===== src/hw/mem_pkg.sv =====
// Scratchpad memory geometry
`default_nettype none

package mem_pkg;

    //////////////////////////////////////////////////////////////////////
    // Array shape
    //////////////////////////////////////////////////////////////////////

    localparam int DATA_WIDTH = 8;  // Bits per word.
    localparam int ADDR_WIDTH = 8;
    localparam int DEPTH      = 256; // Words in the array.

    //////////////////////////////////////////////////////////////////////
    // Pipeline and datapath sizes
    //////////////////////////////////////////////////////////////////////

    // Edges from a sampled request to fresh read data at the RAM output.
    localparam int RD_LATENCY = 3;

    localparam int SUM_WIDTH  = 16; // Accumulator, wraps.

endpackage : mem_pkg

`default_nettype wire


===== src/hw/mem_arbiter.sv =====
// Port A round-robin arbiter
`default_nettype none

module mem_arbiter (
    input  wire                            clk,
    input  wire                            rst,
    input  wire                            host_en,
    // Fill engine, writes only.
    input  wire                            fill_req,
    input  wire  [mem_pkg::ADDR_WIDTH-1:0] fill_addr,
    input  wire  [mem_pkg::DATA_WIDTH-1:0] fill_wdata,
    output logic                           fill_gnt,
    // Sum engine, reads only.
    input  wire                            sum_req,
    input  wire  [mem_pkg::ADDR_WIDTH-1:0] sum_addr,
    output logic                           sum_gnt,
    output logic                           sum_rd_valid,
    output logic [mem_pkg::DATA_WIDTH-1:0] sum_rd_data,
    // RAM side.
    output logic                           ram_en,
    output logic                           ram_we_a,
    output logic [mem_pkg::ADDR_WIDTH-1:0] ram_addr_a,
    output logic [mem_pkg::DATA_WIDTH-1:0] ram_din_a,
    input  wire  [mem_pkg::DATA_WIDTH-1:0] ram_dout_a
);

    logic                           prio_sum; // Low favors fill.
    logic [mem_pkg::RD_LATENCY-1:0] rd_owner;

    //////////////////////////////////////////////////////////////////////
    // Grant
    //////////////////////////////////////////////////////////////////////

    always_comb begin
        fill_gnt = fill_req && (!sum_req || !prio_sum);
        sum_gnt  = sum_req && (!fill_req || prio_sum);
    end

    // The last winner drops to low priority.
    always_ff @(posedge clk or posedge rst) begin
        if (rst) begin
            prio_sum <= 1'b0;
        end else if (fill_gnt) begin
            prio_sum <= 1'b1;
        end else if (sum_gnt) begin
            prio_sum <= 1'b0;
        end
    end

    //////////////////////////////////////////////////////////////////////
    // Port A mux and shared enable
    //////////////////////////////////////////////////////////////////////

    always_comb begin
        ram_en     = fill_gnt || sum_gnt || host_en;
        ram_we_a   = fill_gnt;
        ram_addr_a = fill_gnt ? fill_addr : sum_addr;
        ram_din_a  = fill_wdata;
    end

    // Tracks sum reads through the RAM pipeline.
    always_ff @(posedge clk or posedge rst) begin
        if (rst) begin
            rd_owner <= '0;
        end else begin
            rd_owner <= {rd_owner[mem_pkg::RD_LATENCY-2:0], sum_gnt};
        end
    end

    assign sum_rd_valid = rd_owner[mem_pkg::RD_LATENCY-1];
    assign sum_rd_data  = ram_dout_a;

endmodule : mem_arbiter

`default_nettype wire


===== config.mk =====
export PLATFORM = sky130hd
export DESIGN_NAME = mem_arbiter
export DESIGN_NICKNAME = d
export VERILOG_FILES = /design/src/hw/mem_pkg.sv /design/src/hw/mem_arbiter.sv
export SDC_FILE = /design/constraint.sdc
export NUM_CORES = 1
export LEC_CHECK = 0
export BUFFER_PORTS_ARGS = -buffer_cell sky130_fd_sc_hd__buf_2
export CAP_MARGIN = 15
export CORE_MARGIN = 2
export CORE_UTILIZATION = 25
export CTS_CLUSTER_SIZE = 16
export DETAILED_ROUTE_END_ITERATION = 8
export PLACE_DENSITY = 0.81
export SYNTH_ARGS = -nofsm -noshare
export SYNTH_HDL_FRONTEND = slang
export SYNTH_SLANG_ARGS = --single-unit

===== constraint.sdc =====
create_clock -name clk -period 1.5 [get_ports clk]
set_clock_uncertainty 0.05 [all_clocks]
set_input_delay 0.15 -clock clk [delete_from_list [all_inputs] [get_ports clk]]
set_output_delay 0.15 -clock clk [all_outputs]
set_load 0.02 [all_outputs]

# == After elaboration in Yosys (flattened, before gate mapping) ==
# Index checks and enable logic that the tools add are counted.
# totals
ff_bits,4
in_bits,37
out_inout_bits,29
elab_cells,15
# op_classes
mux,3
n_reduce_logical,10
# op_table
op,count
$mux W8,1
$logic_or A1 B1 Y1,4
$logic_not A1 Y1,3
$logic_and A1 B1 Y1,2
$mux W1,2
$reduce_bool A2 Y1,1

# == Depth between registers and ports, before layout ==
# logic_depth
ltp_word,5
ltp_mapped,2
mapped_depth_nobuf,2

# == Worst setup path before layout ==
# Ideal clock, no wire load.
# synth_path
path_type,reg2out
from,register prio_sum
to,output ram_addr_a[0] (netlist bit)
t_arrival_ns,1.190
required_time_ns,1.300
setup_slack_ns,0.110
path_stages_with_launch,3
n_path_buf,0
cell_sequence,dfrtp_1 > a21boi_4 > mux2_2
# synth_via
elab_chain_cells,4
# synth_rtl
item,line_no,rtl
"start, declared",mem_arbiter.sv:27,logic prio_sum;
"start signal, assigned",mem_arbiter.sv:42,prio_sum <= 1'b0;
"start signal, assigned",mem_arbiter.sv:44,prio_sum <= 1'b1;
"start signal, assigned",mem_arbiter.sv:46,prio_sum <= 1'b0;
$logic_not A1 Y1,mem_arbiter.sv:35,fill_gnt = fill_req && (!sum_req || !prio_sum);
$logic_or A1 B1 Y1,mem_arbiter.sv:35,
$logic_and A1 B1 Y1,mem_arbiter.sv:35,
named net fill_gnt,mem_arbiter.sv:12,"output logic fill_gnt,"
$mux W8,mem_arbiter.sv:57,ram_addr_a = fill_gnt ? fill_addr : sum_addr;
"end, declared",mem_arbiter.sv:22,"output logic [mem_pkg::ADDR_WIDTH-1:0] ram_addr_a,"
# The timed path passes the listed nets, and every way through them passes these cells.

# == Worst setup path in the final report ==
# layout_path
from,register prio_sum
to,output sum_gnt
# layout_via
elab_chain_cells,2
# layout_rtl
item,line_no,rtl
$logic_or A1 B1 Y1,mem_arbiter.sv:36,sum_gnt = sum_req && (!fill_req || prio_sum);
$logic_and A1 B1 Y1,mem_arbiter.sv:36,
"end, declared",mem_arbiter.sv:16,"output logic sum_gnt,"
# Every way passes these cells.

==> results.toml <==
[sta]
finalSetupViolations = 9
fin_ws_ns = -0.156
maxSlewHeadroom_pct = 90.9
rsz0062_at_grt = "true"
holdWs_ns = 0.149
period_share_pct = 110
fin_crit_ns = 1.66
hold_viol = 0
slew_violations = 0
tns_ns = -1.14
worst_slew_pin_slew_ns = 0.135
fmax_ghz = 0.604

[job]
maxCapViolations = 0

[global_route]
grt_max_degree = 11
antenna_found_initial = 0
track_usage_pct = 9.53
overflow = 0
grt_pass1_vias = 289
grt_pass1_wl_um = 1260

[yosys]
synth_edf_count = 0
seq_area_frac_synth_pct = 27.0
ys_seq_elements = 4
synthTopCellsByCount = "17 x buf_4, 8 x mux2_2, 4 x dfrtp_1"
synth_most_common_cell = "buf_4"
yosysTopAreaCell = "buf_4"
synth_fp_nets = 73
synthCells = 36
syn_area_um2 = 370
synth.avg_cell_area_um2 = 10.3
synth_top_cell_area_share_pct = 34.5
async_reset_ff_share_pct = 100
ys_types = 9
synth_top_flop_cell = "dfrtp_1"
yosys_warnings = 0
synth_area_leaders = "buf_4 34%, dfrtp_1 27%, mux2_2 24%, a21boi_4 5.1%, inv_1 2.0%"

[pwr]
power_density_nw_per_um2 = 868
power_mw = 0.437
irDropWorstVdd_uv = 372
leakage_nw = 0.279

[route]
post-route-drc-count = 0
routed_wl_um = 821
dr.pass1.iters = 1
vias = 329
vias_per_cell = 4.45
drtAntennaViolNets = 0
wl_per_cell_um = 11.1
drt-initial-drc-count = 0

[run_status]
failed_checks = "negative setup slack"
status = "finished, violations left"

[final_layout]
layout.nets = 98
drive_above_1_share_pct = 84.7
nFillCells = 147
diodes = 0
fin_area_um2 = 503
area_growth_pct = 35.8

[place]
post-place-ws_ns = 0.0410
port_buffers = 33
place.gp.congestion = 0.680
post_dp_cell_area_um2 = 427
hpwlAfterDp_um = 637

[clock_network]
clockBufferDepth = 2
cts-root-buf = "clkbuf_4"
cts_sinks = 4
clk_pin_slew_worst_paths_ns = 0.04
worstSkewPairLatency_ns = 0.24
cts_buffers = 3
cts_tree = "built"
htree_levels = 1

[critical_path]
cp_top_family = "flip-flops"
cp.required_ns = 1.30
cp_num_buf_inv = 3
slowest_stage = "dfrtp_1"
endpoint_kind = "output port"
cp.arrival_ns = 1.46
cp_cell_sequence = "buf_4 -> buf_6 -> or2b_1 -> and2_4 -> buf_4"
critPathKind = "flop to output port"
cpMostUsedCell = "buf_4"
cp-start-kind = "flop"
slowest_delay_ns = 0.41
critPathMaxFanout = 2

[die]
start_util_pct = 27.4
die_w_um = 42.5
die_area_um2 = 1810
core_um2 = 1350
fp.dieH_um = 42.5
rows = 13
num_io_pins = 66

[min_path]
worstHoldPathType = "primary input to flop"
area by class of cell:
class / count / area, µm² / share of cell area (%)
repair buffers: 37 / 216 / 43.0
well taps: 15 / 18.8 / 3.73
clock buffers: 3 / 22.5 / 4.48
flip-flops and latches: 4 / 100 / 19.9
inverters: 2 / 7.51 / 1.49
multi-input cells: 13 / 138 / 27.4
through the flow:
stage	std cells	utilization (%)
after floorplan	36	-
after global placement	67	31.6
after detailed placement	67	31.6
after CTS	73	36.1
after global routing	74	37.3
final	74	37.3
layout by cell type (no fill, tap or decap):
cell type	n
or2b_1	1
clkbuf_4	3
o21ai_0	1
buf_12	1
a21boi_4	1
buf_4	2
dlygate4sd3_1	1
or3_2	1
mux2_2	8
buf_2	32
inv_1	2
dfrtp_1	4
buf_6	1
and2_4	1
per-layer routing:
layer  part of all wire, %  up-vias  track usage [%]  routed length [µm]
met5                     0        -                0                   0
met2                    45       33             15.1                 366
met1                    39      144             9.33                 319
met4                  0.97        0             5.00                   8
li1                      -      148                -                   -
met3                    16        4             6.47                 128
worst register-to-register path, delay by kind of cell, from the launching register on:
family / cells / cell delay [ns]
AND/OR/NAND/NOR: 2 / 0.40
buffers and inverters: 2 / 0.25
flip-flops: 1 / 0.41
power by group:
group / internal [mW] / switching, mW / leakage, nW / total (mW)
logic: 0.0923 / 0.0829 / 0.216 / 0.175
registers: 0.119 / 0.00628 / 0.0491 / 0.126
clock network: 0.0897 / 0.0462 / 0.0138 / 0.136
path summary, 6_finish.rpt:
check	startpoint	end	slack [ns]	cells past startpoint
setup / recovery	prio_sum$_DFFE_PP0P_	sum_gnt	-0.16	5
hold / removal	sum_req	prio_sum$_DFFE_PP0P_	0.15	2
setup reg to reg	prio_sum$_DFFE_PP0P_	rd_owner[0]$_DFF_PP0_	0.26	4
hold reg to reg	rd_owner[1]$_DFF_PP0_	rd_owner[2]$_DFF_PP0_	0.28	0
max in group asynchronous	rst	rd_owner[0]$_DFF_PP0_	0.96	3
min in group asynchronous	rst	rd_owner[2]$_DFF_PP0_	0.28	3
registers in the layout, indices dropped and copies added (netlist names):
signal and flops:
rd_owner 3, prio_sum 1
timing repair:
action                                 in CTS  in global routing
buffers inserted                            2                  1
hold buffers                                1                  0
pin swaps                                   1                  0
endpoints found under the hold margin       4                  0
gates resized for setup                     0                  3
setup endpoints to repair                   8                  9
cells by family after synthesis:
logic type | count (synthesis) | synth area share (%)
multiplexers | 8 | 24.3
buffers and inverters | 19 | 36.5
flip-flops | 4 | 27.0
AND/OR/NAND/NOR | 3 | 5.75
AO/OA/AOI/OAI | 2 | 6.42
Power figures use the tool's default switching activity.
