$ cat config.mk
export PLATFORM = sky130hd
export DESIGN_NAME = dp_ram_pipe
export DESIGN_NICKNAME = d
export VERILOG_FILES = /design/src/hw/mem_pkg.sv /design/src/hw/dp_ram_pipe.sv
export SDC_FILE = /design/constraint.sdc
export NUM_CORES = 2
export LEC_CHECK = 0
export BUFFER_PORTS_ARGS = -buffer_cell sky130_fd_sc_hd__buf_4
export CAP_MARGIN = 40
export CORE_UTILIZATION = 48
export CTS_CLUSTER_SIZE = 14
export DETAILED_ROUTE_END_ITERATION = 10
export HOLD_SLACK_MARGIN = 0.03
export PLACE_DENSITY = 0.73
export RECOVER_POWER = 50
export REMOVE_ABC_BUFFERS = 1
export SYNTH_ARGS = -nofsm -noshare
export SYNTH_HDL_FRONTEND = slang
export SYNTH_SLANG_ARGS = --single-unit
$ cat constraint.sdc
create_clock -name clk -period 2.95 [get_ports clk]
set_input_delay 0.4425 -clock clk [delete_from_list [all_inputs] [get_ports clk]]
set_output_delay 0.4425 -clock clk [all_outputs]
set_load 0.005 [all_outputs]
$ cat src/hw/mem_pkg.sv
// Scratchpad memory geometry
`default_nettype none

package mem_pkg;

    //////////////////////////////////////////////////////////////////////
    // Array shape
    //////////////////////////////////////////////////////////////////////

    localparam int DATA_WIDTH = 8;  // Bits per word.
    localparam int ADDR_WIDTH = 8;
    localparam int DEPTH      = 256; // Words in the array.

    //////////////////////////////////////////////////////////////////////
    // Pipeline and datapath sizes
    //////////////////////////////////////////////////////////////////////

    // Edges from a sampled request to fresh read data at the RAM output.
    localparam int RD_LATENCY = 3;

    localparam int SUM_WIDTH  = 16; // Accumulator, wraps.

endpackage : mem_pkg

`default_nettype wire

$ cat src/hw/dp_ram_pipe.sv
// Pipelined dual-port RAM
`default_nettype none

module dp_ram_pipe (
    input  wire                           clk,
    input  wire                           rst,
    input  wire                           en,
    input  wire                           we_a,
    input  wire                           we_b,
    input  wire  [mem_pkg::ADDR_WIDTH-1:0] addr_a,
    input  wire  [mem_pkg::ADDR_WIDTH-1:0] addr_b,
    input  wire  [mem_pkg::DATA_WIDTH-1:0] din_a,
    input  wire  [mem_pkg::DATA_WIDTH-1:0] din_b,
    output logic [mem_pkg::DATA_WIDTH-1:0] dout_a,
    output logic [mem_pkg::DATA_WIDTH-1:0] dout_b
);

    logic                           s1_en, s2_en;
    logic                           s1_we_a, s2_we_a;
    logic                           s1_we_b, s2_we_b;
    logic [mem_pkg::ADDR_WIDTH-1:0] s1_addr_a, s2_addr_a;
    logic [mem_pkg::ADDR_WIDTH-1:0] s1_addr_b, s2_addr_b;
    logic [mem_pkg::DATA_WIDTH-1:0] s1_din_a, s2_din_a;
    logic [mem_pkg::DATA_WIDTH-1:0] s1_din_b, s2_din_b;

    logic [mem_pkg::DATA_WIDTH-1:0] mem [mem_pkg::DEPTH];

    //////////////////////////////////////////////////////////////////////
    // Input stages
    //////////////////////////////////////////////////////////////////////

    always_ff @(posedge clk or posedge rst) begin
        if (rst) begin
            s1_en     <= 1'b0;
            s1_we_a   <= 1'b0;
            s1_we_b   <= 1'b0;
            s1_addr_a <= '0;
            s1_addr_b <= '0;
            s1_din_a  <= '0;
            s1_din_b  <= '0;
            s2_en     <= 1'b0;
            s2_we_a   <= 1'b0;
            s2_we_b   <= 1'b0;
            s2_addr_a <= '0;
            s2_addr_b <= '0;
            s2_din_a  <= '0;
            s2_din_b  <= '0;
        end else begin
            s1_en     <= en;
            s1_we_a   <= we_a;
            s1_we_b   <= we_b;
            s1_addr_a <= addr_a;
            s1_addr_b <= addr_b;
            s1_din_a  <= din_a;
            s1_din_b  <= din_b;
            s2_en     <= s1_en;
            s2_we_a   <= s1_we_a;
            s2_we_b   <= s1_we_b;
            s2_addr_a <= s1_addr_a;
            s2_addr_b <= s1_addr_b;
            s2_din_a  <= s1_din_a;
            s2_din_b  <= s1_din_b;
        end
    end

    //////////////////////////////////////////////////////////////////////
    // Array access, read before write
    //////////////////////////////////////////////////////////////////////

    always_ff @(posedge clk or posedge rst) begin
        if (rst) begin
            dout_a <= '0;
            dout_b <= '0;
        end else if (s2_en) begin
            if (s2_we_a) mem[s2_addr_a] <= s2_din_a;
            if (s2_we_b) mem[s2_addr_b] <= s2_din_b; // Port B wins a collision.
            dout_a <= mem[s2_addr_a];
            dout_b <= mem[s2_addr_b];
        end
    end

endmodule : dp_ram_pipe

`default_nettype wire

### Word-level counts from Yosys, hierarchy flattened

Memory sizes are Yosys's and may differ from the RTL's. A register that Yosys moved wholly into a read port is not among the register bits.
Index checks and enable logic that the tools add are counted.

* output and inout port bits: 16
* word-level logic and storage cells: 24
* bits of input ports: 37
* memories: 1
* register bits after elaboration: 70
* memory bits (writable): 2048

* reduce and logical (&&, ||, !) cells: 3
* muxes and demuxes: 6

Memory list
* mem: depth 256, bits a word 8, read ports 2, clocked after Yosys merged registers in 2, write ports 2, line dp_ram_pipe.sv:26 `logic [mem_pkg::DATA_WIDTH-1:0] mem [mem_pkg::DEPTH];`

Operators by type and width (number)
* 1-bit two-way mux: 6
* 1-bit logical AND: 2
* 1-bit logical NOT: 1

### Logic depth before layout (Yosys ltp)

* depth after elaboration: 4
* gate-level depth with buffers: 13
* depth with buffers taken out: 7

### Worst setup path before layout

OpenSTA, ideal clock, no wires.

* path kind: input -> register
* start: in rst
* end: mem mem[125][0] (netlist bit) (enable)
* library setup time: 0.376 ns
* buffers on the path: 2
* required time: 2.574 ns
* cell stages on the path: 7
* arrival time: 4.261 ns
* setup slack: -1.687 ns
* cells stage by stage: inv_1 nand3_1 nor3b_4 nand3_2 buf_2 clkbuf_1 o22ai_1

RTL lines
* start: declaration: line dp_ram_pipe.sv:6 `input wire rst,`
* end: declaration: line dp_ram_pipe.sv:26

==> results.cfg <==
[sta]
worstMarginPinSlew_ns = 2.44
grt_setup_unrepaired = yes
maxSlewHeadroom = -0.627
timing.final.setup_violations = 3400
achievable-frequency_mhz = 294
final_critical_path_setup_slack_ns = -0.451
whs_ns = 0.149
period_needed_ns = 3.40
hold_viol_final = 0
slew_viol_final = 71
clock_skew_ns = 0.123
fin_crit_sh = 1.15

[pwr]
totalPowerFinal_mw = 73.7
vdd_drop_max_mv = 0.684
power_density_nw_per_um2 = 472
leakage_nw = 53.5

[detailed_routing]
drt_wl_total_mm = 528
wl_per_cell_um = 40.7
drtAntennaViolNets = 0
route.detailed.vias_per_inst = 7.24
first_iter_violations = 16000
drt_pass1_iterations = 8
drc_errors = 0
detailroute.via_count = 94000

[worst_setup_path]
cp-end-kind = register
critical_path_arrival_ns = 4.17
reg2reg_depth = 11
slowest_delay_ns = 0.51
critical_path.slowest_cell = sky130_fd_sc_hd__nand4_1
timing.critical_path.from_type = register
timing.setup.critical_path_class = register to register
worst-path-max-fanout = 8
path_cells = buf_12, buf_12, buf_16, and2_4, buf_4, buf_4, a221oi_1, o21ai_1, nand4_1, o311a_4, o41a_1
reg2reg_setup_slack_ns = -0.45
critical_path_required_ns = 3.72

[place]
numPortBuffers = 52
post_placement_worst_setup_slack_ns = -0.485
area_after_dpl_sq_um = 143000
gp_routability_congestion = 1.08
dp_hpwl_mm = 360

[run]
maxCapViolCount = 2

[floorplan]
start_util = 0.484
fp-row-count = 187
die-width_um = 515
die_h_um = 515
io_pins = 53
core_ar_sq_um = 261000
area_of_the_die_sq_um = 265000

[finish]
number_of_nets_in_the_final_layout = 9256
layout.cell_area.non_filler_sq_um = 156000
post_route_cells_drive_above_1_share = 0.606
syn_to_final_growth_pct = 23.7
finalCoreUtilization = 0.599

[synth]
ys.warnings.count = 0
seq_area_frac_synth = 0.504
synth_async_sr_flop_share = 0.0403
yosysUniqueCellTypes = 76
count_of_state_elements_after_synthesis = 2134
postSynthAreaPerCell_sq_um = 15.7
postSynthCellCount = 8037
synth_enable_flop_cells = 2048
synth_flop_cell = sky130_fd_sc_hd__edfxtp_1
synth_area_sq_um = 126000

[clock_network]
clk_pin_slew_worst_paths_ns = 0.07
cts_made_buffers = 227
worst_skew_pair.late_latency_ns = 0.97
cts_max_level = 4
cts_tree = done
cts_max_path_buffers = 3
clock-root-buffer = sky130_fd_sc_hd__clkbuf_16
clock-sinks = 2134

[global_route]
grt_pass1_vias = 90300
grt_antenna_before_repair = 45
grtUsageTotal = 0.385
global_route_wire_length_before_repair_mm = 714
grt_max_degree = 121
grt_overflow = 0

[run_status]
failing_checks = capacitance limit, slew limit, setup timing
run_status = complete, but fails checks

[hold_path]
hold-path-cell-count = 2
min_path_type = input port to register
## layer usage
layer  track usage  part of all wire  up-vias  wire length [um]
li1              -                 -    35400                 -
met1         0.481              0.33    48200            176000
met2         0.555              0.43     8310            226000
met3         0.136              0.15     1996             78200
met4         0.277             0.088       32             46200
met5        0.0148            0.0014        -               760
## cells in the final DEF (no fill, tap or decap), types with 30 or more instances in the layout
cell / instances
sky130_fd_sc_hd__mux2_2: 2050
sky130_fd_sc_hd__mux2_4: 68
sky130_fd_sc_hd__clkinv_2: 49
sky130_fd_sc_hd__diode_2: 62
sky130_fd_sc_hd__o22ai_1: 190
sky130_fd_sc_hd__dlygate4sd3_1: 36
sky130_fd_sc_hd__nand2_2: 30
sky130_fd_sc_hd__nor2_4: 56
sky130_fd_sc_hd__o21ai_0: 141
sky130_fd_sc_hd__clkbuf_1: 56
sky130_fd_sc_hd__buf_16: 31
sky130_fd_sc_hd__nor2_2: 86
sky130_fd_sc_hd__clkinv_1: 36
sky130_fd_sc_hd__buf_12: 345
sky130_fd_sc_hd__nor2_1: 88
sky130_fd_sc_hd__nand3_1: 73
sky130_fd_sc_hd__mux4_2: 967
sky130_fd_sc_hd__a22oi_1: 98
sky130_fd_sc_hd__dfrtp_1: 56
sky130_fd_sc_hd__mux2i_1: 321
sky130_fd_sc_hd__clkbuf_16: 253
sky130_fd_sc_hd__edfxtp_1: 2048
sky130_fd_sc_hd__a21oi_1: 50
sky130_fd_sc_hd__buf_6: 84
sky130_fd_sc_hd__a211oi_1: 46
sky130_fd_sc_hd__nor2b_1: 35
sky130_fd_sc_hd__clkbuf_4: 60
sky130_fd_sc_hd__buf_4: 1231
sky130_fd_sc_hd__nand2_1: 225
## kinds of logic (layout without fill, tap and decap cells)
family | Yosys count | count (layout) | synth area share
mux | 3437 | 3437 | 0.390
compound gates | 766 | 766 | 0.0401
simple gates | 761 | 761 | 0.0303
flops | 2134 | 2134 | 0.504
buf+inv | 939 | 2324 | 0.0353
other cells | 0 | 62 | 0
## state kept, by name, indices dropped and copies added (netlist names)
name       count
s1_din_b       8
s1_we_a        1
mem         2048
dout_b         8
s1_din_a       8
s2_din_b       8
s2_addr_a      8
s1_addr_a      8
s2_we_b        1
s1_en          1
s2_en          1
s1_we_b        1
s2_addr_b      8
s1_addr_b      8
s2_we_a        1
s2_din_a       8
dout_a         8
## timing repair
item	in CTS	in global routing
hold buffers	36	0
endpoints found under the setup margin	451	1327
cloned	13	24
gates resized for setup	252	387
setup buffers	52	110
endpoints found under the hold margin	121	0
pin swaps	33	83
## worst paths after layout
check,startpoint,to
min in group asynchronous,rst,s1_addr_b[6]
max in group asynchronous,rst,s2_addr_a[1]
min reg2reg,s1_addr_b[7],s2_addr_b[7]
min,en,s1_en
max reg2reg,s2_addr_b[0],dout_b[7]
max,s2_addr_b[0],dout_b[7]
## through the flow
stage,instances,setup TNS [ns]
after detailed placement,12300,-20.34
after global routing,12900,-254.30
final,13000,-424.33
after floorplan,7108,-
after global placement,12300,-23.55
after CTS,12800,-2.68
## cell type report
| class | count | area [sq um] |
|---|---|---|
| fill | 19400 | 104000 |
| antenna | 62 | 155 |
| clock buffer | 281 | 6130 |
| multi-input combinational | 4964 | 60200 |
| clock inverter | 151 | 1580 |
| tap | 3496 | 4370 |
| inverter | 10 | 56.3 |
| sequential | 2134 | 63700 |
| timing repair buffer | 1882 | 20000 |
## Yosys cell counts (103+ instances only)
cell type | n | area, sq um
sky130_fd_sc_hd__o22ai_1 | 218 | 1360
sky130_fd_sc_hd__clkbuf_1 | 597 | 2240
sky130_fd_sc_hd__buf_4 | 104 | 781
sky130_fd_sc_hd__edfxtp_1 | 2048 | 61500
sky130_fd_sc_hd__nor2_1 | 114 | 428
sky130_fd_sc_hd__mux2_2 | 2118 | 23900
sky130_fd_sc_hd__o21ai_0 | 166 | 831
sky130_fd_sc_hd__nand2_1 | 263 | 987
sky130_fd_sc_hd__buf_2 | 149 | 746
sky130_fd_sc_hd__mux2i_1 | 343 | 3430
sky130_fd_sc_hd__a22oi_1 | 114 | 856
sky130_fd_sc_hd__mux4_2 | 965 | 21700
sky130_fd_sc_hd__nor2_2 | 103 | 644
## critical path: cells and delay by family, from the launching register on
kind / cells / cell delay, ns
compound gates: 4 / 0.99
flops: 1 / 0.49
buf+inv: 5 / 0.91
simple gates: 2 / 0.81
## report_power, final
| part | internal (mW) | switching, mW |
|---|---|---|
| Clock | 16.8 | 13.2 |
| Combinational | 4.43 | 5.51 |
| Sequential | 33.3 | 0.408 |
| Total | 54.5 | 19.1 |
No activity file was read; power rests on OpenSTA's default activity.
