[src/hw/cmd_pkg.sv]
// Engine command formats
`default_nettype none

package cmd_pkg;

    localparam int CMD_WIDTH = 32;

    localparam logic OP_FILL = 1'b0;
    localparam logic OP_SUM  = 1'b1;

    //////////////////////////////////////////////////////////////////////
    // Command layouts, top bit first
    //////////////////////////////////////////////////////////////////////

    typedef struct packed {
        logic       op;
        logic [6:0] step;  // Added per word.
        logic [7:0] base;
        logic [7:0] count; // Zero means empty.
        logic [7:0] seed;  // Value of the first word.
    } fill_cmd_t;

    typedef struct packed {
        logic       op;
        logic [6:0] reserved;
        logic [7:0] base;
        logic [7:0] count;
        logic [7:0] mask;  // XOR applied to each word.
    } sum_cmd_t;

    // One word, two readings.
    typedef union packed {
        fill_cmd_t fill;
        sum_cmd_t  sum;
    } cmd_word_u;

endpackage : cmd_pkg

`default_nettype wire

[src/hw/mem_pkg.sv]
// Scratchpad memory geometry
`default_nettype none

package mem_pkg;

    //////////////////////////////////////////////////////////////////////
    // Array shape
    //////////////////////////////////////////////////////////////////////

    localparam int DATA_WIDTH = 8;  // Bits per word.
    localparam int ADDR_WIDTH = 8;
    localparam int DEPTH      = 256; // Words in the array.

    //////////////////////////////////////////////////////////////////////
    // Pipeline and datapath sizes
    //////////////////////////////////////////////////////////////////////

    // Edges from a sampled request to fresh read data at the RAM output.
    localparam int RD_LATENCY = 3;

    localparam int SUM_WIDTH  = 16; // Accumulator, wraps.

endpackage : mem_pkg

`default_nettype wire

[src/hw/fill_engine.sv]
// Arithmetic fill engine
`default_nettype none

module fill_engine (
    input  wire                            clk,
    input  wire                            rst,
    input  wire                            cmd_strobe,
    input  wire  [cmd_pkg::CMD_WIDTH-1:0]  cmd_word,
    input  wire                            gnt,
    output logic                           req,
    output logic [mem_pkg::ADDR_WIDTH-1:0] addr,
    output logic [mem_pkg::DATA_WIDTH-1:0] wdata,
    output logic                           busy,
    output logic                           done
);

    cmd_pkg::cmd_word_u             cmd;
    logic                           accept;

    logic [mem_pkg::ADDR_WIDTH-1:0] base_q;
    logic [7:0]                     count_q;
    logic [6:0]                     step_q;
    logic [7:0]                     idx;
    logic [mem_pkg::DATA_WIDTH-1:0] value;  // Seed plus idx times step.

    assign cmd    = cmd_word;
    assign accept = cmd_strobe && (cmd.fill.op == cmd_pkg::OP_FILL) && !busy;

    always_ff @(posedge clk or posedge rst) begin
        if (rst) begin
            busy <= 1'b0;
            done <= 1'b0;
            idx  <= '0;
        end else begin
            done <= 1'b0;
            if (accept) begin
                idx  <= '0;
                busy <= (cmd.fill.count != 8'd0);
                done <= (cmd.fill.count == 8'd0); // Empty command.
            end else if (busy && gnt) begin
                idx <= idx + 8'd1;
                if (idx == count_q - 8'd1) begin
                    busy <= 1'b0;
                    done <= 1'b1;
                end
            end
        end
    end

    // Command fields and the running value.
    always_ff @(posedge clk) begin
        if (accept) begin
            base_q  <= cmd.fill.base;
            count_q <= cmd.fill.count;
            step_q  <= cmd.fill.step;
            value   <= cmd.fill.seed;
        end else if (busy && gnt) begin
            value <= value + {1'b0, step_q};
        end
    end

    assign req   = busy;
    assign addr  = base_q + idx;
    assign wdata = value;

endmodule : fill_engine

`default_nettype wire

[config.mk]
export PLATFORM = sky130hd
export DESIGN_NAME = fill_engine
export DESIGN_NICKNAME = d
export VERILOG_FILES = /design/src/hw/cmd_pkg.sv /design/src/hw/mem_pkg.sv /design/src/hw/fill_engine.sv
export SDC_FILE = /design/constraint.sdc
export NUM_CORES = 1
export LEC_CHECK = 0
export BUFFER_PORTS_ARGS = -buffer_cell sky130_fd_sc_hd__clkbuf_2
export CAP_MARGIN = 20
export CORE_UTILIZATION = 35
export CTS_CLUSTER_DIAMETER = 100
export DETAILED_ROUTE_END_ITERATION = 6
export PLACE_DENSITY = 0.53
export SYNTH_ARGS = -nofsm -noshare
export SYNTH_HDL_FRONTEND = slang
export SYNTH_SLANG_ARGS = --single-unit
[constraint.sdc]
create_clock -name clk -period 4.8 [get_ports clk]
set_input_delay 0.72 -clock clk [delete_from_list [all_inputs] [get_ports clk]]
set_output_delay 0.72 -clock clk [all_outputs]
set_load 0.03 [all_outputs]
Word-level counts from Yosys, hierarchy flattened:

Index checks and enable logic that the tools add are counted.

* word-level logic and storage cells: 32
* register bits after elaboration: 41

* $add $sub $neg: 4
* multiplexer cells: 10
* reduce and logical (&&, ||, !) cells: 9
* equal/unequal tests: 1
* bitwise logic cells: 1

Operators by type and width (count)
* 8-bit 2-to-1 mux: 4
* 8-bit by 1-bit adder with 8-bit output, second input constant: 1
* 8-bit by 7-bit adder with 8-bit output: 1
* 8-bit adder: 1
* 8-bit equality test: 1
* 8-bit zero test: 1
* 8-bit nonzero test: 1
* 8-bit by 1-bit subtractor with 8-bit output, second input constant: 1
* 1-bit 2-to-1 mux: 6
* 2-bit nonzero test: 2
* 1-bit logical AND: 3
* 2-bit AND reduction: 1
* 1-bit zero test: 1
* 1-bit NOT: 1

Depth between registers and ports, before layout:

Gate-level depths: netlist of run 1.

* word-level depth: 5
* mapped depth: 8
* mapped depth without buffers: 8

Least setup slack after synthesis of run 1:

No wires, ideal clock.

* kind: register to output
* from: reg idx[0]
* to: out addr[6] (netlist bit)
* path buffers: 0
* cell stages (with the launch flop): 9
* arrival time: 1882 ps
* slack: 2198 ps
* data required time: 4080 ps
* cells stage by stage: dfrtp_1 -> ha_1 -> inv_1 -> fa_1 -> nor2b_1 -> o21ai_0 -> a21boi_0 -> or4_1 -> nand3_1

* word-level cells in the longest chain between the ends: 1

RTL lines
* from (decl): line fill_engine.sv:23 `logic [7:0] idx;`
* from (signal assigned): line fill_engine.sv:41 `idx <= idx + 8'd1;`
* 8-bit adder: line fill_engine.sv:63 `assign addr = base_q + idx;`
* to (decl): line fill_engine.sv:11 `output logic [mem_pkg::ADDR_WIDTH-1:0] addr,`

Every way passes these cells.

Worst setup path in the final report of run 1:

Same ends and word-level chain as after synthesis.

==> results.toml, run 1 <==
[layout]
layout_common_cells = "clkbuf_2, edfxtp_1, nor2_1, nand2_1, ha_1"
drive_gt1_share_pct = 23.0
final_cell_area_mm2 = 0.00276
layout.cells.non_filler = 347
final_core_util_pct = 43.4
layout_commonest_cell = "clkbuf_2"
antennaDiodeCount = 0
areaGrowthSynthToFinish_pct = 19.5
n_fill_cell = 625
nets = 323

[global_route]
grt_pass1_vias = 1612
grt_overflow = 0
grt_usage_pct = 14.1
grt_pass1_wl_um = 7790
grt_antenna_before_repair = 0
grt_max_degree = 32

[critical_path]
cp_slowest_stage_delay_ns = 0.45
cp.depth = 9
r2r_cells = 8
worstPathCellList = "ha_1 > inv_1 > fa_1 > nor2b_1 > o21ai_0 > a21boi_0 > or4_1 > nand3_1 > clkbuf_2"
cp_slowest_cell = "dfrtp_1"
start_kind = "flop"
crit_arrival_ns = 2.36
critPathRequiredTime_ns = 4.08
critPathBufInv = 2
path_max_fanout = 6
criticalPathCategory = "flop to output port"
cp_top_family = "simple AND/OR/NAND/NOR gates"
critPathCaptureType = "output port"

[clock_network]
clockBufferDepth = 2
cts_hold_buf = 0
htree_levels = 2
clk_pin_slew_worst_paths_ns = 0.08
root_buffer = "clkbuf_8"
clock-sinks = 41
ctsResizeCount = 0
clk_latency_ns = 0.29
cts_tree = "done"
post_cts_buffers = 0
cts_buffers = 5

[yosys]
synth.distinct_cells = 39
synth_area_per_cell_um2 = 11.0
netlist_instances = 210
synthTopCellsByArea = "edfxtp_1, dfrtp_1, ha_1"
synthFlopType = "edfxtp_1"
syn-num-nets = 264
ys_seq_elements = 41
synth_top_area_share_pct = 40.4
yosys.area.top_type = "edfxtp_1"
syn-cell-area_mm2 = 0.00230
synth_edf_count = 31
yosysWarningCount = 0
yosysSeqAreaShare_pct = 51.2
synth-async-reset-ratio_pct = 24.4

[placed_design]
placedCellCount = 339
post_dp_cell_area_mm2 = 0.00266
place.gp.congestion = 0.761
dpl.hpwl_um = 3400
numPortBuffers = 54
pre_cts_ws_ns = 2.03

[drt]
vias_per_cell = 4.87
ant_nets = 0
wirelength_um = 4450
wl_per_cell_um = 12.8
drc = 0
detail_route.first_pass.iterations = 4
via_count = 1690
drt_iter0_markers = 26

[floorplan]
start_util_pct = 36.3
design.core.area_mm2 = 0.00635
num_io_pins = 55
die_y_um = 83.1
dieArea_mm2 = 0.00691
die_w_um = 83.1
rows = 29

[status]
outcome = "completed"

[pwr]
leakagePower_nw = 1.20
finalPower_mw = 1.53
peakVddDrop_v = 0.000257
powerDensity_mw_per_mm2 = 557

[timing]
hold_ws_ns = 0.379
rsz0062_at_grt = "false"
finalCritPeriodShare_pct = 64.2
worst_pin_slew_ns = 0.414
slew_violations = 0
period_needed_ns = 3.08
final.setup.worst_slack_ns = 1.72
relSlewSlack_pct = 72.1
fin_tns_setup_ns = 0
fin_skew_ns = 0.00931
fmax_mhz = 325
finalSetupViolations = 0
finalHoldViolCount = 0

[hold_path]
min_path_type = "input pin to async pin"

[run]
cap_violations = 0
[registers in the layout, summed over array words and instances, names as in the netlist]
| signal | flops |
|---|---|
| wdata | 8 |
| base_q | 8 |
| done | 1 |
| step_q | 7 |
| busy | 1 |
| idx | 8 |
| count_q | 8 |
[worst reg2reg max path: stages, from the launching register on]
cell and delay [ns]:
edfxtp_1 0.41, ha_1 0.23, inv_1 0.07, fa_1 0.20, nor2b_1 0.05, o21ai_0 0.22
a21boi_0 0.19, or4_1 0.49, nand3_1 0.09
[cells in the mapped netlist (all sizes together) (2+ instances only)]
library cell / instances
o2111ai: 3
nor2b: 5
or4: 3
a21oi: 9
and2: 2
xor2: 9
inv: 15
and3: 2
nand3: 6
ha: 16
o211ai: 2
dfrtp: 10
nor3: 4
o21a: 2
o21ai: 9
nand2b: 3
edfxtp: 31
and4: 3
nor2: 18
nor4: 3
clkbuf: 2
xnor2: 13
a21boi: 2
o31ai: 3
nand2: 18
nand4: 3
fa: 2
[worst paths after layout]
| kind | start | end | slack, ns |
|---|---|---|---|
| setup reg to reg | wdata[0] | wdata[6] | 2.72 |
| hold reg to reg | idx[0] | idx[0] | 0.61 |
| max in group asynchronous | rst | idx[4] | 4.12 |
| setup / recovery | idx[0] | addr[6] | 1.72 |
| min in group clk | cmd_word[25] | step_q[1] | 0.60 |
| hold / removal | rst | busy | 0.38 |
[cell families after synthesis]
group / count (synthesis) / share of synthesized area [%]
buf+inv: 19 / 3.26
mux: 1 / 0.434
xor+xnor: 22 / 8.36
compound gates: 37 / 10.6
flops: 41 / 51.2
simple gates: 72 / 15.7
fa+ha+maj: 18 / 10.4
[per-layer routing]
metal  track usage [%]  vias up  share of wire, %
li1                  -      882                 -
met1              19.5      771                50
met2              21.8       31                45
met3              3.18        6               4.0
met4              4.70        0               1.5
met5                 0        -                 0
[report_power, final]
part / internal [mW] / total, mW / switching (mW)
clock: 0.114 / 0.235 / 0.121
combinational: 0.272 / 0.734 / 0.462
sequential: 0.488 / 0.565 / 0.0765
[final cells by class]
| class | count | area, µm² | share of cell area (%) |
|---|---|---|---|
| clock buffers | 6 | 82.6 | 3.00 |
| flip-flops and latches | 41 | 1180 | 42.9 |
| well taps | 77 | 96.3 | 3.50 |
| clock inverters | 2 | 8.76 | 0.318 |
| inverters | 16 | 60.1 | 2.18 |
| repair buffers | 55 | 278 | 10.1 |
| multi-input cells | 150 | 1050 | 38.1 |
(Power assumes the default switching activity.)
==> run 2, diff against run 1 <==
==> constraint.sdc (replaced) <==
create_clock -name clk -period 2.9 [get_ports clk]
set_input_delay 0.435 -clock clk [delete_from_list [all_inputs] [get_ports clk]]
set_output_delay 0.435 -clock clk [all_outputs]
set_load 0.03 [all_outputs]
==> results.toml, run 2 (same netlist as run 1, synthesis figures left out) <==
[status]
outcome = "completed"

[hold_path]
min_path_type = "input pin to async pin"

[timing]
finalSetupViolations = 0
slew_violations = 0
finalCritPeriodShare_pct = 92.2
finalHoldViolCount = 0
relSlewSlack_pct = 67.8
fmax_mhz = 374
worst_pin_slew_ns = 0.478
fin_tns_setup_ns = 0
rsz0062_at_grt = "false"
fin_skew_ns = 0.00575
period_needed_ns = 2.67

[critical_path]
critPathCaptureType = "output port"
reg2reg_slack_ns = 0.78
worstPathCellList = "ha_1 > nor2b_1 > o21ai_1 > a21boi_2 > or4_1 > nand3_1 > clkbuf_2"
path_max_fanout = 8
cp_slowest_stage_delay_ns = 0.48
cp_slowest_cell = "dfrtp_1"
critPathRequiredTime_ns = 2.47
crit_arrival_ns = 2.24
criticalPathCategory = "flop to output port"
start_kind = "flop"

[floorplan]
start_util_pct = 36.3
dieArea_mm2 = 0.00691
die_w_um = 83.1
design.core.area_mm2 = 0.00635
rows = 29
die_y_um = 83.1
num_io_pins = 55

[global_route]
grt_overflow = 0
grt_pass1_vias = 1686
grt_max_degree = 32
grt_antenna_before_repair = 0
grt_pass1_wl_um = 8040
grt_usage_pct = 14.6

[pwr]
leakagePower_nw = 1.21
peakVddDrop_v = 0.000440
powerDensity_mw_per_mm2 = 911

[drt]
ant_nets = 0
wl_per_cell_um = 13.1
wirelength_um = 4570
detail_route.first_pass.iterations = 4
via_count = 1690
drt_iter0_markers = 46
vias_per_cell = 4.86
drc = 0

[clock_network]
clk_latency_ns = 0.29
cts_buffers = 5
htree_levels = 2
clock-sinks = 41
root_buffer = "clkbuf_8"
cts_tree = "done"
clk_pin_slew_worst_paths_ns = 0.08
clockBufferDepth = 2
post_cts_buffers = 0

[placed_design]
numPortBuffers = 54
dpl.hpwl_um = 3460
place.gp.congestion = 0.761
post_dp_cell_area_mm2 = 0.00268

[layout]
layout_commonest_cell = "clkbuf_2"
nets = 325
areaGrowthSynthToFinish_pct = 20.0
drive_gt1_share_pct = 23.6
layout_common_cells = "clkbuf_2, edfxtp_1, nor2_1, nand2_1, ha_1"
antennaDiodeCount = 0
final_core_util_pct = 43.6
final_cell_area_mm2 = 0.00277

[run]
cap_violations = 0
==> run 2: where the power goes <==
part,internal [mW],leakage [nW],switching (mW)
registers,0.809,0.414,0.127
logic,0.461,0.754,0.773
clock network,0.162,0.0387,0.186
==> run 2: repair_timing <==
item                                   in CTS  in global routing
endpoints found under the hold margin       0                  0
setup endpoints to repair                   0                  3
hold buffers                                0                  0
resized for setup                           0                  4
==> run 2: cell type report <==
class,instances,area (µm²)
Tap cell,77,96.3
Clock buffer,6,72.6
Inverter,16,60.1
Clock inverter,1,3.75
Multi-Input combinational cell,150,1060
Timing Repair Buffer,57,293
Sequential cell,41,1180
Fill cell,620,3580
==> run 2: path summary, 6_finish.rpt <==
| check | start | endpoint | depth (start not counted) |
|---|---|---|---|
| max | idx[2] | addr[6] | 7 |
| min | rst | idx[2] | 2 |
| max reg2reg | wdata[0] | wdata[6] | 8 |
| min reg2reg | idx[0] | idx[0] | 1 |
| max in group asynchronous | rst | idx[4] | 2 |
| min in group clk | cmd_word[28] | step_q[4] | 1 |
==> run 2: critical path, delay by kind of cell (launching register included) <==
kind,cells,cell delay [ns]
flip-flops,1,0.48
buffers and inverters,1,0.20
AND/OR/NAND/NOR,3,0.65
AO/OA/AOI/OAI,2,0.28
adder cells (fa/ha/maj),1,0.35
==> run 2: per-stage QoR <==
stage	hold slack (ns)	power [mW]	std cells	setup slack [ns]
finish	0.101	2.52	348	0.226
global route	0.128	2.73	348	0.0316
CTS	0.109	2.54	348	0.0898
detailed placement	0.425	2.18	341	0.410
global placement	0.420	2.16	341	0.452
floorplan	0.275	1.86	210	0.583
==> run 2: routing by layer <==
metal,track usage (%),up-vias,wire length [µm]
met1,20.2,776,2280
met4,4.23,0,35
met5,0,-,0
met2,23.0,30,2110
met3,3.18,2,153
li1,-,882,-
